**config.mk**
```make
export PLATFORM = sky130hd
export DESIGN_NAME = issue_ctrl
export DESIGN_NICKNAME = d
export VERILOG_FILES = /design/src/design/issue_read_pkg.sv /design/src/design/issue_ctrl.sv
export VERILOG_INCLUDE_DIRS = /design/src /design/src/design
export SDC_FILE = /design/constraint.sdc
export NUM_CORES = 1
export LEC_CHECK = 0
export BUFFER_PORTS_ARGS = -buffer_cell sky130_fd_sc_hd__buf_2
export CORE_ASPECT_RATIO = 0.5
export CORE_MARGIN = 10
export CORE_UTILIZATION = 38
export CTS_CLUSTER_DIAMETER = 60
export DETAILED_ROUTE_END_ITERATION = 16
export GPL_TIMING_DRIVEN = 1
export PLACE_DENSITY = 0.93
export SYNTH_ARGS = -nofsm -noshare
export SYNTH_HDL_FRONTEND = slang
export SYNTH_SLANG_ARGS = --single-unit
```
**constraint.sdc**
```tcl
create_clock -name clk_i -period 4.03 [get_ports clk_i]
set_clock_uncertainty 0.15 [all_clocks]
set_input_delay 0.403 -clock clk_i [delete_from_list [all_inputs] [get_ports clk_i]]
set_output_delay 0.403 -clock clk_i [all_outputs]
set_load 0.03 [all_outputs]
```
**src/design/issue_read_settings.svh**
```systemverilog
// widths and counts for the issue stage; integer registers only, no fp or third operand
`ifndef ISSUE_READ_SETTINGS_SVH
`define ISSUE_READ_SETTINGS_SVH

// data path width of the integer pipeline
`define XLEN 64

// virtual address width, also the pc width
`define VLEN 39

// register index width and the number of architectural registers
`define REG_ADDR_SIZE 5
`define NR_REGS 32

// commit stage writes back through this many ports
`define NR_COMMIT_PORTS 2

// scoreboard tag width
`define TRANS_ID_BITS 3

`endif

```
**src/design/issue_read_pkg.sv**
```systemverilog
// shared types for issue_read; the enums hold only the integer units and ops the stage knows
`include "issue_read_settings.svh"

package issue_read_pkg;

  // ------------------------------------------------------------------
  // basic words
  // ------------------------------------------------------------------
  typedef logic [`XLEN-1:0]          xlen_t;
  typedef logic [`VLEN-1:0]          vaddr_t;
  typedef logic [`REG_ADDR_SIZE-1:0] reg_addr_t;
  typedef logic [`TRANS_ID_BITS-1:0] trans_id_t;

  // functional unit an instruction goes to
  // NONE means the decoder needs no unit at all
  typedef enum logic [2:0] {
    NONE,
    LOAD,
    STORE,
    ALU,
    CTRL_FLOW,
    MULT,
    CSR
  } fu_t;

  // operation code handed to the unit
  typedef enum logic [3:0] {
    ADD,
    SUB,
    ANDL,
    ORL,
    XORL,
    SLL,
    MUL,
    LD,
    SD,
    BEQ,
    CSR_RW,
    SFENCE_VMA
  } fu_op;

  // ------------------------------------------------------------------
  // decoded instruction as held in the scoreboard
  // ------------------------------------------------------------------
  typedef struct packed {
    vaddr_t    pc;
    trans_id_t trans_id;
    fu_t       fu;
    fu_op      op;
    reg_addr_t rs1;
    reg_addr_t rs2;
    reg_addr_t rd;
    // immediate value, later the result
    xlen_t     result;
    logic      use_imm;
    // rs1 field is an unsigned immediate
    logic      use_zimm;
    logic      use_pc;
    // exception already taken on this entry
    logic      ex_valid;
  } scoreboard_entry_t;

  // payload presented to the execute units
  typedef struct packed {
    fu_t       fu;
    fu_op      operation;
    xlen_t     operand_a;
    xlen_t     operand_b;
    xlen_t     imm;
    trans_id_t trans_id;
  } fu_data_t;

endpackage

```
**src/design/issue_ctrl.sv**
```systemverilog
// issue control: hazard, stall and ack are combinational; strobes are registered, one cycle
`timescale 1ns/1ns
`include "issue_read_settings.svh"

module issue_ctrl
  import issue_read_pkg::*;
(
  input  logic                              clk_i,
  input  logic                              rst_ni,
  input  logic                              flush_i,
  input  logic                              stall_i,
  input  scoreboard_entry_t                 issue_instr_i,
  input  logic                              issue_instr_valid_i,
  input  fu_t       [`NR_REGS-1:0]          rd_clobber_i,
  input  logic                              rs1_valid_i,
  input  logic                              rs2_valid_i,
  input  logic                              flu_ready_i,
  input  logic                              lsu_ready_i,
  input  reg_addr_t [`NR_COMMIT_PORTS-1:0]  waddr_i,
  input  logic      [`NR_COMMIT_PORTS-1:0]  we_i,
  output logic                              issue_ack_o,
  output logic                              stall_issue_o,
  output logic                              forward_rs1_o,
  output logic                              forward_rs2_o,
  output logic                              alu_valid_o,
  output logic                              branch_valid_o,
  output logic                              lsu_valid_o,
  output logic                              mult_valid_o,
  output logic                              csr_valid_o
);

  logic stall;
  logic fu_busy;
  logic rd_free;
  logic rd_commit;
  logic accept;
  fu_t  rs1_clobber;
  fu_t  rs2_clobber;
  // csr writers cannot forward, except for an sfence
  logic csr_fwd_ok;

  logic alu_valid_q;
  logic branch_valid_q;
  logic lsu_valid_q;
  logic mult_valid_q;
  logic csr_valid_q;

  assign rs1_clobber = rd_clobber_i[issue_instr_i.rs1];
  assign rs2_clobber = rd_clobber_i[issue_instr_i.rs2];
  assign csr_fwd_ok  = (issue_instr_i.op == SFENCE_VMA);

  // ------------------------------------------------------------------
  // busy selection per unit
  // ------------------------------------------------------------------
  always_comb begin : unit_busy
    case (issue_instr_i.fu)
      ALU, CTRL_FLOW, CSR, MULT: fu_busy = ~flu_ready_i;
      LOAD, STORE:               fu_busy = ~lsu_ready_i;
      default:                   fu_busy = 1'b0;
    endcase
  end

  // ------------------------------------------------------------------
  // operand availability
  // ------------------------------------------------------------------
  always_comb begin : operand_check
    stall         = stall_i;
    forward_rs1_o = 1'b0;
    forward_rs2_o = 1'b0;
    // a zimm in rs1 is an immediate, nothing to wait for
    if (!issue_instr_i.use_zimm && (rs1_clobber != NONE)) begin
      if (rs1_valid_i && ((rs1_clobber != CSR) || csr_fwd_ok)) begin
        forward_rs1_o = 1'b1;
      end else begin
        stall = 1'b1;
      end
    end
    if (rs2_clobber != NONE) begin
      if (rs2_valid_i && ((rs2_clobber != CSR) || csr_fwd_ok)) begin
        forward_rs2_o = 1'b1;
      end else begin
        stall = 1'b1;
      end
    end
  end

  assign stall_issue_o = stall;

  // ------------------------------------------------------------------
  // waw check on rd, which a commit may release in this same cycle
  // ------------------------------------------------------------------
  assign rd_free = (rd_clobber_i[issue_instr_i.rd] == NONE);

  always_comb begin : rd_commit_check
    rd_commit = 1'b0;
    for (int unsigned i = 0; i < `NR_COMMIT_PORTS; i++) begin
      if (we_i[i] && (waddr_i[i] == issue_instr_i.rd)) begin
        rd_commit = 1'b1;
      end
    end
  end

  always_comb begin : issue_ack
    issue_ack_o = 1'b0;
    if (issue_instr_valid_i) begin
      if (!stall && !fu_busy && (rd_free || rd_commit)) begin
        issue_ack_o = 1'b1;
      end
      // exceptions and unit-less entries leave without conditions
      if (issue_instr_i.ex_valid || (issue_instr_i.fu == NONE)) begin
        issue_ack_o = 1'b1;
      end
    end
    // fixed latency result bus is taken by the multiplier next cycle
    if (mult_valid_q && (issue_instr_i.fu inside {ALU, CTRL_FLOW, CSR})) begin
      issue_ack_o = 1'b0;
    end
  end

  assign accept = issue_instr_valid_i && issue_ack_o && !issue_instr_i.ex_valid;

  // ------------------------------------------------------------------
  // per-unit strobes, one cycle after acceptance
  // ------------------------------------------------------------------
  always_ff @(posedge clk_i or negedge rst_ni) begin
    if (!rst_ni) begin
      alu_valid_q    <= 1'b0;
      branch_valid_q <= 1'b0;
      lsu_valid_q    <= 1'b0;
      mult_valid_q   <= 1'b0;
      csr_valid_q    <= 1'b0;
    end else begin
      // flush drops whatever would have been started
      alu_valid_q    <= !flush_i && accept && (issue_instr_i.fu == ALU);
      branch_valid_q <= !flush_i && accept && (issue_instr_i.fu == CTRL_FLOW);
      lsu_valid_q    <= !flush_i && accept && (issue_instr_i.fu inside {LOAD, STORE});
      mult_valid_q   <= !flush_i && accept && (issue_instr_i.fu == MULT);
      csr_valid_q    <= !flush_i && accept && (issue_instr_i.fu == CSR);
    end
  end

  assign alu_valid_o    = alu_valid_q;
  assign branch_valid_o = branch_valid_q;
  assign lsu_valid_o    = lsu_valid_q;
  assign mult_valid_o   = mult_valid_q;
  assign csr_valid_o    = csr_valid_q;

endmodule

```
Word-level counts from Yosys, hierarchy flattened

Index checks and enable logic that the tools add are counted.

Output and inout bits: 9
Bits in registers: 5
Bits of input ports: 249
Word-level logic and storage cells: 75

$lt $le $gt $ge: 3
Bitwise gates (word level): 2
Reduce and logical (&&, ||, !) cells: 33
Mux-type cells: 21
Equal/unequal tests: 11

Operators with widths:

| operator                                                               | number |
|---|---|
| 3-bit binary-select mux with 5-bit select                              | 3 |
| 5-bit by 6-bit < comparator with 1-bit output (second input constant)  | 3 |
| 1-bit logical AND                                                      | 16 |
| 1-bit 2-to-1 mux                                                       | 14 |
| 5-bit equality test                                                    | 2 |
| 3-bit equality test (second input constant)                            | 3 |
| 3-bit 2-to-1 mux                                                       | 3 |
| 3-bit nonzero test                                                     | 3 |
| 3-bit by 2-bit equality test with 1-bit output (second input constant) | 2 |
| 3-bit logical NOT                                                      | 2 |
| 3-bit inequality test (second input constant)                          | 2 |
| 1-bit logical NOT                                                      | 5 |
| 4-bit equality test (second input constant)                            | 1 |
| 1-bit logical OR                                                       | 4 |
| 4-bit OR reduction                                                     | 1 |
| 3-bit by 1-bit equality test with 1-bit output (second input constant) | 1 |
| 1-bit inverter                                                         | 2 |
| 1-bit one-hot mux with 2 select lines                                  | 1 |
| 2-bit nonzero test                                                     | 1 |
| 2-bit OR reduction                                                     | 1 |

Longest topological paths before layout

Gate-level depths: netlist of run 1.

Word-level depth: 20
Mapped depth: 11
Mapped depth without buffers: 8

Least setup slack after synthesis of run 1

Ideal clock, no wire load.

Path type: input-to-output
From: input port issue_instr_i[80] (netlist name)
To: output port issue_ack_o
Stages on the path: 9
Path slack: 401 ps
Data arrival time: 3,076 ps
Buffers on the path: 2
Required time: 3,477 ps
Cell sequence: clkbuf_1 -> clkbuf_1 -> mux4_2 -> mux4_2 -> mux2i_1 -> nand2_1 -> o211ai_2 -> o2111ai_4 -> o21ai_1

Cells in the longest elaborated chain, start to end: 16
Elaborated cells on any way between the ends: 18
Those cells by class: 1 x eq/ne; 10 x mux; 7 x reduce/logical

Ends and longest elaborated chain:

| item                                          | RTL line          | source |
|---|---|---|
| start, declared                               | issue_ctrl.sv:12  | `input scoreboard_entry_t issue_instr_i,` |
| 3-bit binary-select mux with 5-bit select (*) | issue_ctrl.sv:48  | `assign rs1_clobber = rd_clobber_i[issue_instr_i.rs1];` |
| 3-bit 2-to-1 mux (not written as such) (*)    | issue_ctrl.sv:48  |  |
| 3-bit inequality test                         | issue_ctrl.sv:72  | `if (rs1_valid_i && ((rs1_clobber != CSR) \|\| csr_fwd_ok)) begin` |
| 1-bit logical OR                              | issue_ctrl.sv:72  |  |
| 1-bit logical AND                             | issue_ctrl.sv:72  |  |
| 1-bit 2-to-1 mux                              | issue_ctrl.sv:72  |  |
| 1-bit 2-to-1 mux (*)                          | issue_ctrl.sv:71  | `if (!issue_instr_i.use_zimm && (rs1_clobber != NONE)) begin` |
| 1-bit 2-to-1 mux                              | issue_ctrl.sv:79  | `if (rs2_valid_i && ((rs2_clobber != CSR) \|\| csr_fwd_ok)) begin` |
| 1-bit 2-to-1 mux (*)                          | issue_ctrl.sv:78  | `if (rs2_clobber != NONE) begin` |
| via stall_issue_o                             | issue_ctrl.sv:22  | `output logic stall_issue_o,` |
| 1-bit logical NOT (*)                         | issue_ctrl.sv:106 | `if (!stall && !fu_busy && (rd_free \|\| rd_commit)) begin` |
| 1-bit logical AND (*) (2 in series)           | issue_ctrl.sv:106 |  |
| 1-bit 2-to-1 mux (*)                          | issue_ctrl.sv:106 |  |
| 1-bit 2-to-1 mux (*)                          | issue_ctrl.sv:110 | `if (issue_instr_i.ex_valid \|\| (issue_instr_i.fu == NONE)) begin` |
| 1-bit 2-to-1 mux (*)                          | issue_ctrl.sv:105 | `if (issue_instr_valid_i) begin` |
| 1-bit 2-to-1 mux (*)                          | issue_ctrl.sv:115 | `if (mult_valid_q && (issue_instr_i.fu inside {ALU, CTRL_FLOW, CSR})) begin` |
| end, declared                                 | issue_ctrl.sv:21  | `output logic issue_ack_o,` |

The timed path passes the listed nets; every way through them passes the cells marked *. The select of a mux whose other input is x is not followed.

Worst setup path after layout of run 1

From: input port issue_instr_i[80] (netlist name)
To: output port issue_ack_o

Cells in the longest elaborated chain, start to end: 16
Elaborated cells on any way between the ends: 18
Those cells by class: 1 x eq/ne; 10 x mux; 7 x reduce/logical

Ends and longest elaborated chain:

| item                                          | RTL line |
|---|---|
| 3-bit binary-select mux with 5-bit select (*) | issue_ctrl.sv:48 |
| 3-bit 2-to-1 mux (not written as such) (*)    | issue_ctrl.sv:48 |
| 3-bit inequality test                         | issue_ctrl.sv:72 |
| 1-bit logical OR                              | issue_ctrl.sv:72 |
| 1-bit logical AND                             | issue_ctrl.sv:72 |
| 1-bit 2-to-1 mux                              | issue_ctrl.sv:72 |
| 1-bit 2-to-1 mux (*)                          | issue_ctrl.sv:71 |
| 1-bit 2-to-1 mux                              | issue_ctrl.sv:79 |
| 1-bit 2-to-1 mux (*)                          | issue_ctrl.sv:78 |
| 1-bit logical NOT (*)                         | issue_ctrl.sv:106 |
| 1-bit logical AND (*) (2 in series)           | issue_ctrl.sv:106 |
| 1-bit 2-to-1 mux (*)                          | issue_ctrl.sv:106 |
| 1-bit 2-to-1 mux (*)                          | issue_ctrl.sv:110 |
| 1-bit 2-to-1 mux (*)                          | issue_ctrl.sv:105 |
| 1-bit 2-to-1 mux (*)                          | issue_ctrl.sv:115 |

Mark *: on every way between the ends. The rest lies on a longest branch, timed or not. The select of a mux whose other input is x is not followed.

==> results of run 1 <==
## cell usage in the layout (no fill, tap or decap), types with 2 or more instances in the layout
cell / count
a211o_1: 2
a211oi_1: 9
a21o_1: 2
a21oi_1: 12
a22oi_1: 15
and2_1: 2
buf_2: 149
buf_4: 3
clkbuf_16: 3
dfrtp_1: 5
inv_1: 5
mux2i_1: 49
mux4_1: 5
mux4_2: 25
nand2_1: 15
nand2b_1: 4
nand3_1: 9
nand4_1: 2
nand4b_1: 3
nor2_1: 9
nor2b_1: 7
nor3_1: 5
nor3b_1: 2
nor4_1: 20
nor4b_1: 14
o211ai_1: 2
o21ai_0: 5
o21ai_1: 4
o22ai_1: 2
o311ai_1: 2
or4_1: 2
or4b_1: 2
xnor2_1: 2
xor2_1: 9
## sequential cells by signal (all words and copies together) (netlist names)
name,count
alu_valid_o,1
lsu_valid_o,1
mult_valid_o,1
csr_valid_o,1
branch_valid_o,1
## metal layers
layer	up-vias	part of all wire, %	routed length, um	GRT usage (%)
met4	0	4.5	537	8.59
met3	61	9.4	1120	4.59
met2	250	49	5830	35.3
met5	-	0	0	0
met1	1546	37	4390	24.3
li1	1490	-	-	-
## cells by family (layout without fill, tap and decap cells)
kind of cell	after synthesis	in the layout	share of synthesized area, %
and+or+nand+nor	100	100	23.1
muxes	81	81	45.7
AOI/OAI and AO/OA	64	64	17.4
buffers and inverters	29	164	5.31
xor gates and xnor gates	11	11	3.65
DFF	5	5	4.74
## power by group through the flow
| stage | clock network (uW) | registers [uW] | logic [uW] |
|---|---|---|---|
| 2_1_floorplan | 0 | 51.4 | 226 |
| 3_3_place_gp | 0 | 51.2 | 369 |
| 3_5_place_dp | 0 | 51.2 | 378 |
| 4_1_cts | 166 | 50.6 | 381 |
| 5_1_grt | 173 | 50.6 | 417 |
| 6_report | 163 | 50.6 | 389 |
## worst max-delay path by stage
| stage | to | from |
|---|---|---|
| floorplan | issue_ack_o | issue_instr_i[80] |
| global placement | issue_ack_o | issue_instr_i[79] |
| detailed placement | issue_ack_o | issue_instr_i[79] |
| CTS | issue_ack_o | issue_instr_i[79] |
| global route | issue_ack_o | issue_instr_i[80] |
| finish | issue_ack_o | issue_instr_i[80] |
## through the flow
step / total power [uW] / instance area (um^2) / setup WS (ns) / cells / hold slack [ns]
floorplan: 277 / 2640 / 0.401 / 290 / -0.0426
global placement: 420 / 3430 / 0.469 / 512 / 0.0661
detailed placement: 430 / 3430 / 0.360 / 512 / 0.0679
CTS: 597 / 3510 / 0.368 / 517 / 0.287
global route: 641 / 3510 / 0.159 / 517 / 0.304
finish: 603 / 3510 / 0.354 / 517 / 0.291
## final cells by class
cell class / instances / share of cell area, %
well taps: 92 / 3.28
repair buffers: 154 / 22.7
clock buffers: 4 / 2.24
flip-flops and latches: 5 / 3.56
inverters: 6 / 0.641
multi-input cells: 256 / 67.6
## critical path, delay by kind of cell
kind                   cells  cell delay [ns]
AOI/OAI and AO/OA          3             0.65
and+or+nand+nor            1             0.11
muxes                      3             1.25
buffers and inverters      2             0.70
## timing repair
action                    CTS  global route
hold buffers                1             0
hold endpoints to repair    5             0
gates resized for setup     0             0
==> flow_summary.yaml, run 1 <==
worst_hold_path:
  hp-start: "issue_instr_i[89]"
  hp-class: "in2reg"
  whs_endpoint: "lsu_valid_o$_DFF_PN0_"
  whs_path_depth: 2
worst_setup_path:
  reg2regPathDepth: 6
  slowest_stage: "mux4_2"
  reg2reg_setup_slack_ns: 2.46
  cpPeakStageDelay_ns: 0.49
  rr_startpoint: "mult_valid_o$_DFF_PN0_"
  cp.required_ns: 3.48
  arrival_ns: 3.12
  worstPathCellList: "buf_2 > mux4_2 > mux4_2 > mux2i_1 > nand2_1 > o211ai_2 > o2111ai_4 > o21ai_1 > buf_2"
  r2r_end: "csr_valid_o$_DFF_PN0_"
  crit_type: "in2out"
  crit_fanout: 24
  cp-end-kind: "output pin"
  cp-start-kind: "input pin"
clock_network:
  htreeDepth: 1
  clockRootBuffer: "clkbuf_16"
  clk_path_buf_depth: 2
  cts.sinks: 5
  cts_inserted_buffers: 3
  post_cts_buffers: 0
  insertion_delay_ns: 0.22
  path_clk_slew_ns: 0.03
  cts_tree: "yes"
detailed_routing:
  dr.pass1.iters: 5
  drc: 0
  vias: 3347
  ant_nets: 0
  drt_iter0_drc: 378
  drt-total-wl_mm: 11.9
  vias_per_cell: 6.47
  wl_per_cell_um: 23.0
yosys:
  synth-edff-count: 0
  netlist_instances: 290
  synth.area.top_cells: "mux4_2 (21%), mux2i_1 (19%), mux4_1 (5.0%)"
  synth_top_area_share_pct: 21.3
  yosys-top-cells-count: "mux2i_1 (49), mux4_2 (25), nor4_1 (20), a22oi_1 (15), nand2_1 (15)"
  synth_seq_cells: 5
  synth_area_per_cell_um2: 9.10
  syn_nets: 539
  ys_async_sr_fraction_pct: 100
  synth_flop_cell: "dfrtp_1"
  yosys.area.top_type: "mux4_2"
  ys.warnings.count: 0
  yosysMostFrequentCell: "mux2i_1"
  ys_seq_area_share_pct: 4.74
  synth_area_um2: 2640
  synth.distinct_cells: 52
pwr:
  power-per-cell-area_nw_per_um2: 172
  p_int_uw: 365
  sw_frac_of_total_pct: 39.5
  power_frac_clock_pct: 27.1
  power_frac_comb_pct: 64.6
  vdd_ir_drop_max_mv: 0.0858
  power.switching_uw: 238
  p_seq_share_pct: 8.4
  p_leak_uw: 0.00158
die:
  pin_count: 258
  rows: 21
  die-height_um: 78.9
  die_w_um: 138
  start_util_pct: 39.4
  dieArea_um2: 10900
  core_area_um2: 6700
global_routing:
  grt_max_degree: 37
  grt_pass1_wl_mm: 18.1
  grt_use_total_pct: 20.5
  grt_pass1_vias: 3499
  antenna_found_initial: 0
  grt_overflow: 0
timing:
  rsz0062_at_grt: "no"
  slew_violations: 0
  finalSetupTns_ns: 0
  fin_crit_ns: 3.68
  tightest_slew_ns: 1.01
  setup_viol: 0
  fin_crit_sh_pct: 91.2
  fmax_mhz: 272
  slew_headroom_pct: 32.4
  finalHoldViolCount: 0
placed_design:
  port_buffers: 149
  gp_congestion: 0.965
  dp_hpwl_mm: 9.84
finish:
  fill_cells: 628
  nNetsFinal: 675
  layout-drive-gt1-share_pct: 44.0
  seq_area_um2: 125
  final_core_utilization_pct: 52.5
  diodes: 0
  syn2layout_area_growth_pct: 33.1
  multi_input_area_um2: 2370
outcome:
  status: "finished clean"
job:
  cap_violations: 0
No activity file was read; power rests on OpenSTA's default activity.
==> inputs of run 2 (changes only) <==
--- a/config.mk
+++ b/config.mk
@@ -7,13 +7,12 @@
 export NUM_CORES = 1
 export LEC_CHECK = 0
 export BUFFER_PORTS_ARGS = -buffer_cell sky130_fd_sc_hd__buf_2
-export CORE_ASPECT_RATIO = 0.5
-export CORE_MARGIN = 10
-export CORE_UTILIZATION = 38
+export CORE_AREA = 2 2 100 102
 export CTS_CLUSTER_DIAMETER = 60
 export DETAILED_ROUTE_END_ITERATION = 16
+export DIE_AREA = 0 0 102 104
 export GPL_TIMING_DRIVEN = 1
-export PLACE_DENSITY = 0.93
+export PLACE_DENSITY = 0.73
 export SYNTH_ARGS = -nofsm -noshare
 export SYNTH_HDL_FRONTEND = slang
 export SYNTH_SLANG_ARGS = --single-unit
==> constraint.sdc (replaced) <==
create_clock -name clk_i -period 3.7 [get_ports clk_i]
set_clock_uncertainty 0.15 [all_clocks]
set_input_delay 0.37 -clock clk_i [delete_from_list [all_inputs] [get_ports clk_i]]
set_output_delay 0.37 -clock clk_i [all_outputs]
set_load 0.03 [all_outputs]
==> flow_summary.yaml, run 2 (same netlist as run 1, synthesis figures left out) <==
pwr:
  vdd_ir_drop_max_mv: 0.145
  p_seq_share_pct: 9.3
  sw_frac_of_total_pct: 43.2
  power-per-cell-area_nw_per_um2: 164
  p_leak_uw: 0.00162
  power.switching_uw: 256
  p_int_uw: 337
  power_frac_comb_pct: 73.9
  power_frac_clock_pct: 16.8
placed_design:
  dpl_worst_slack_ns: 0.178
  dp_hpwl_mm: 9.81
  post-place-cells: 561
  gp_congestion: 0.920
  port_buffers: 149
die:
  die-height_um: 104
  die_w_um: 102
  start_util_pct: 27.6
  rows: 36
  pin_count: 258
  dieArea_um2: 10600
  core_area_um2: 9550
detailed_routing:
  vias_per_cell: 5.82
  drc: 0
  dr.pass1.iters: 5
  vias: 3295
  dr_wl_met2_mm: 4.80
  drt_iter0_drc: 220
  wl_met1_mm: 5.36
  routed.top_layer: "met5"
  drt-total-wl_mm: 11.7
  dr_wl_met3_mm: 1.34
  ant_nets: 0
  wl_per_cell_um: 20.6
clock_network:
  htreeDepth: 1
  post_cts_buffers: 0
  cts_inserted_buffers: 3
  insertion_delay_ns: 0.22
  clk_path_buf_depth: 2
  cts.sinks: 5
  clockRootBuffer: "clkbuf_8"
  cts_tree: "yes"
  path_clk_slew_ns: 0.04
timing:
  slew_headroom_pct: 39.2
  rsz0062_at_grt: "no"
  fmax_mhz: 282
  tightest_slew_ns: 0.913
  slew_violations: 0
  fin_crit_sh_pct: 95.7
  finalHoldViolCount: 0
  fin_ws_ns: 0.159
  setup_viol: 0
  fin_crit_ns: 3.54
  finalSetupTns_ns: 0
outcome:
  status: "finished clean"
worst_setup_path:
  cp-end-kind: "output pin"
  arrival_ns: 3.02
  cp.required_ns: 3.18
  crit_type: "in2out"
  cp-start-kind: "input pin"
  crit_fanout: 12
job:
  cap_violations: 0
finish:
  layout-drive-gt1-share_pct: 45.0
  syn2layout_area_growth_pct: 37.0
  nNetsFinal: 683
  fin_cells: 566
  final_cell_mix: "buf_2 (149), mux2i_1 (49), mux4_2 (25), nor4_1 (20)"
  diodes: 0
  final_common_cell: "buf_2"
  final_core_utilization_pct: 37.9
global_routing:
  grt_pass1_wl_mm: 18.0
  grt_overflow: 0
  grt_use_total_pct: 21.7
  antenna_found_initial: 2
  grt_max_degree: 33
  grt_pass1_vias: 3250
worst_hold_path:
  hp-class: "in2reg"
[run 2: power by group through the flow]
stage	clock, uW	sequential [uW]	combinational (uW)
after floorplan	0	56.0	246
after global placement	0	55.8	424
after detailed placement	0	55.8	431
after CTS	102	55.1	435
after global routing	111	55.0	472
final	99.5	55.1	439
[run 2: path summary, 6_finish.rpt]
check	slack [ns]	end	start	depth (start not counted)
min in group asynchronous	0.36	branch_valid_o$_DFF_PN0_	rst_ni	2
setup / recovery	0.16	issue_ack_o	issue_instr_i[79]	11
setup reg to reg	2.10	csr_valid_o$_DFF_PN0_	mult_valid_o$_DFF_PN0_	6
hold reg to reg	0.80	mult_valid_o$_DFF_PN0_	mult_valid_o$_DFF_PN0_	5
max in group asynchronous	2.92	csr_valid_o$_DFF_PN0_	rst_ni	2
hold / removal	0.26	lsu_valid_o$_DFF_PN0_	issue_instr_i[89]	2
[run 2: cell type report]
cell class,instances,area [um^2]
tap,133,166
clock buffer,4,45.0
multi-input combinational,256,2370
sequential,5,125
fill,1027,5930
timing repair buffer,162,883
inverter,6,22.5
[run 2: metrics by stage]
stage	cell area [um^2]	hold slack [ns]	power, uW
floorplan	2640	-0.0756	302
global placement	3560	0.0303	480
detailed placement	3560	0.0384	487
CTS	3620	0.252	592
global route	3620	0.291	639
finish	3620	0.258	593
[run 2: routing by layer]
metal	vias up	track usage, %
met5	-	0
met4	2	3.24
met3	14	4.03
met2	221	31.9
met1	1553	33.4
li1	1505	-
[run 2: repair_timing]
| action | CTS | global route |
|---|---|---|
| hold buffers | 1 | 0 |
| gates resized for setup | 0 | 0 |
| endpoints found under the hold margin | 5 | 0 |
[run 2: worst max-delay path: stages]
cell and delay [ns]:
buf_2 0.14, buf_12 0.17, mux4_1 0.63, mux4_2 0.52, mux2_2 0.33, nand3_1 0.09, nand2_1 0.07, o211ai_2 0.08
o2111ai_4 0.20, o21ai_1 0.19, buf_2 0.22
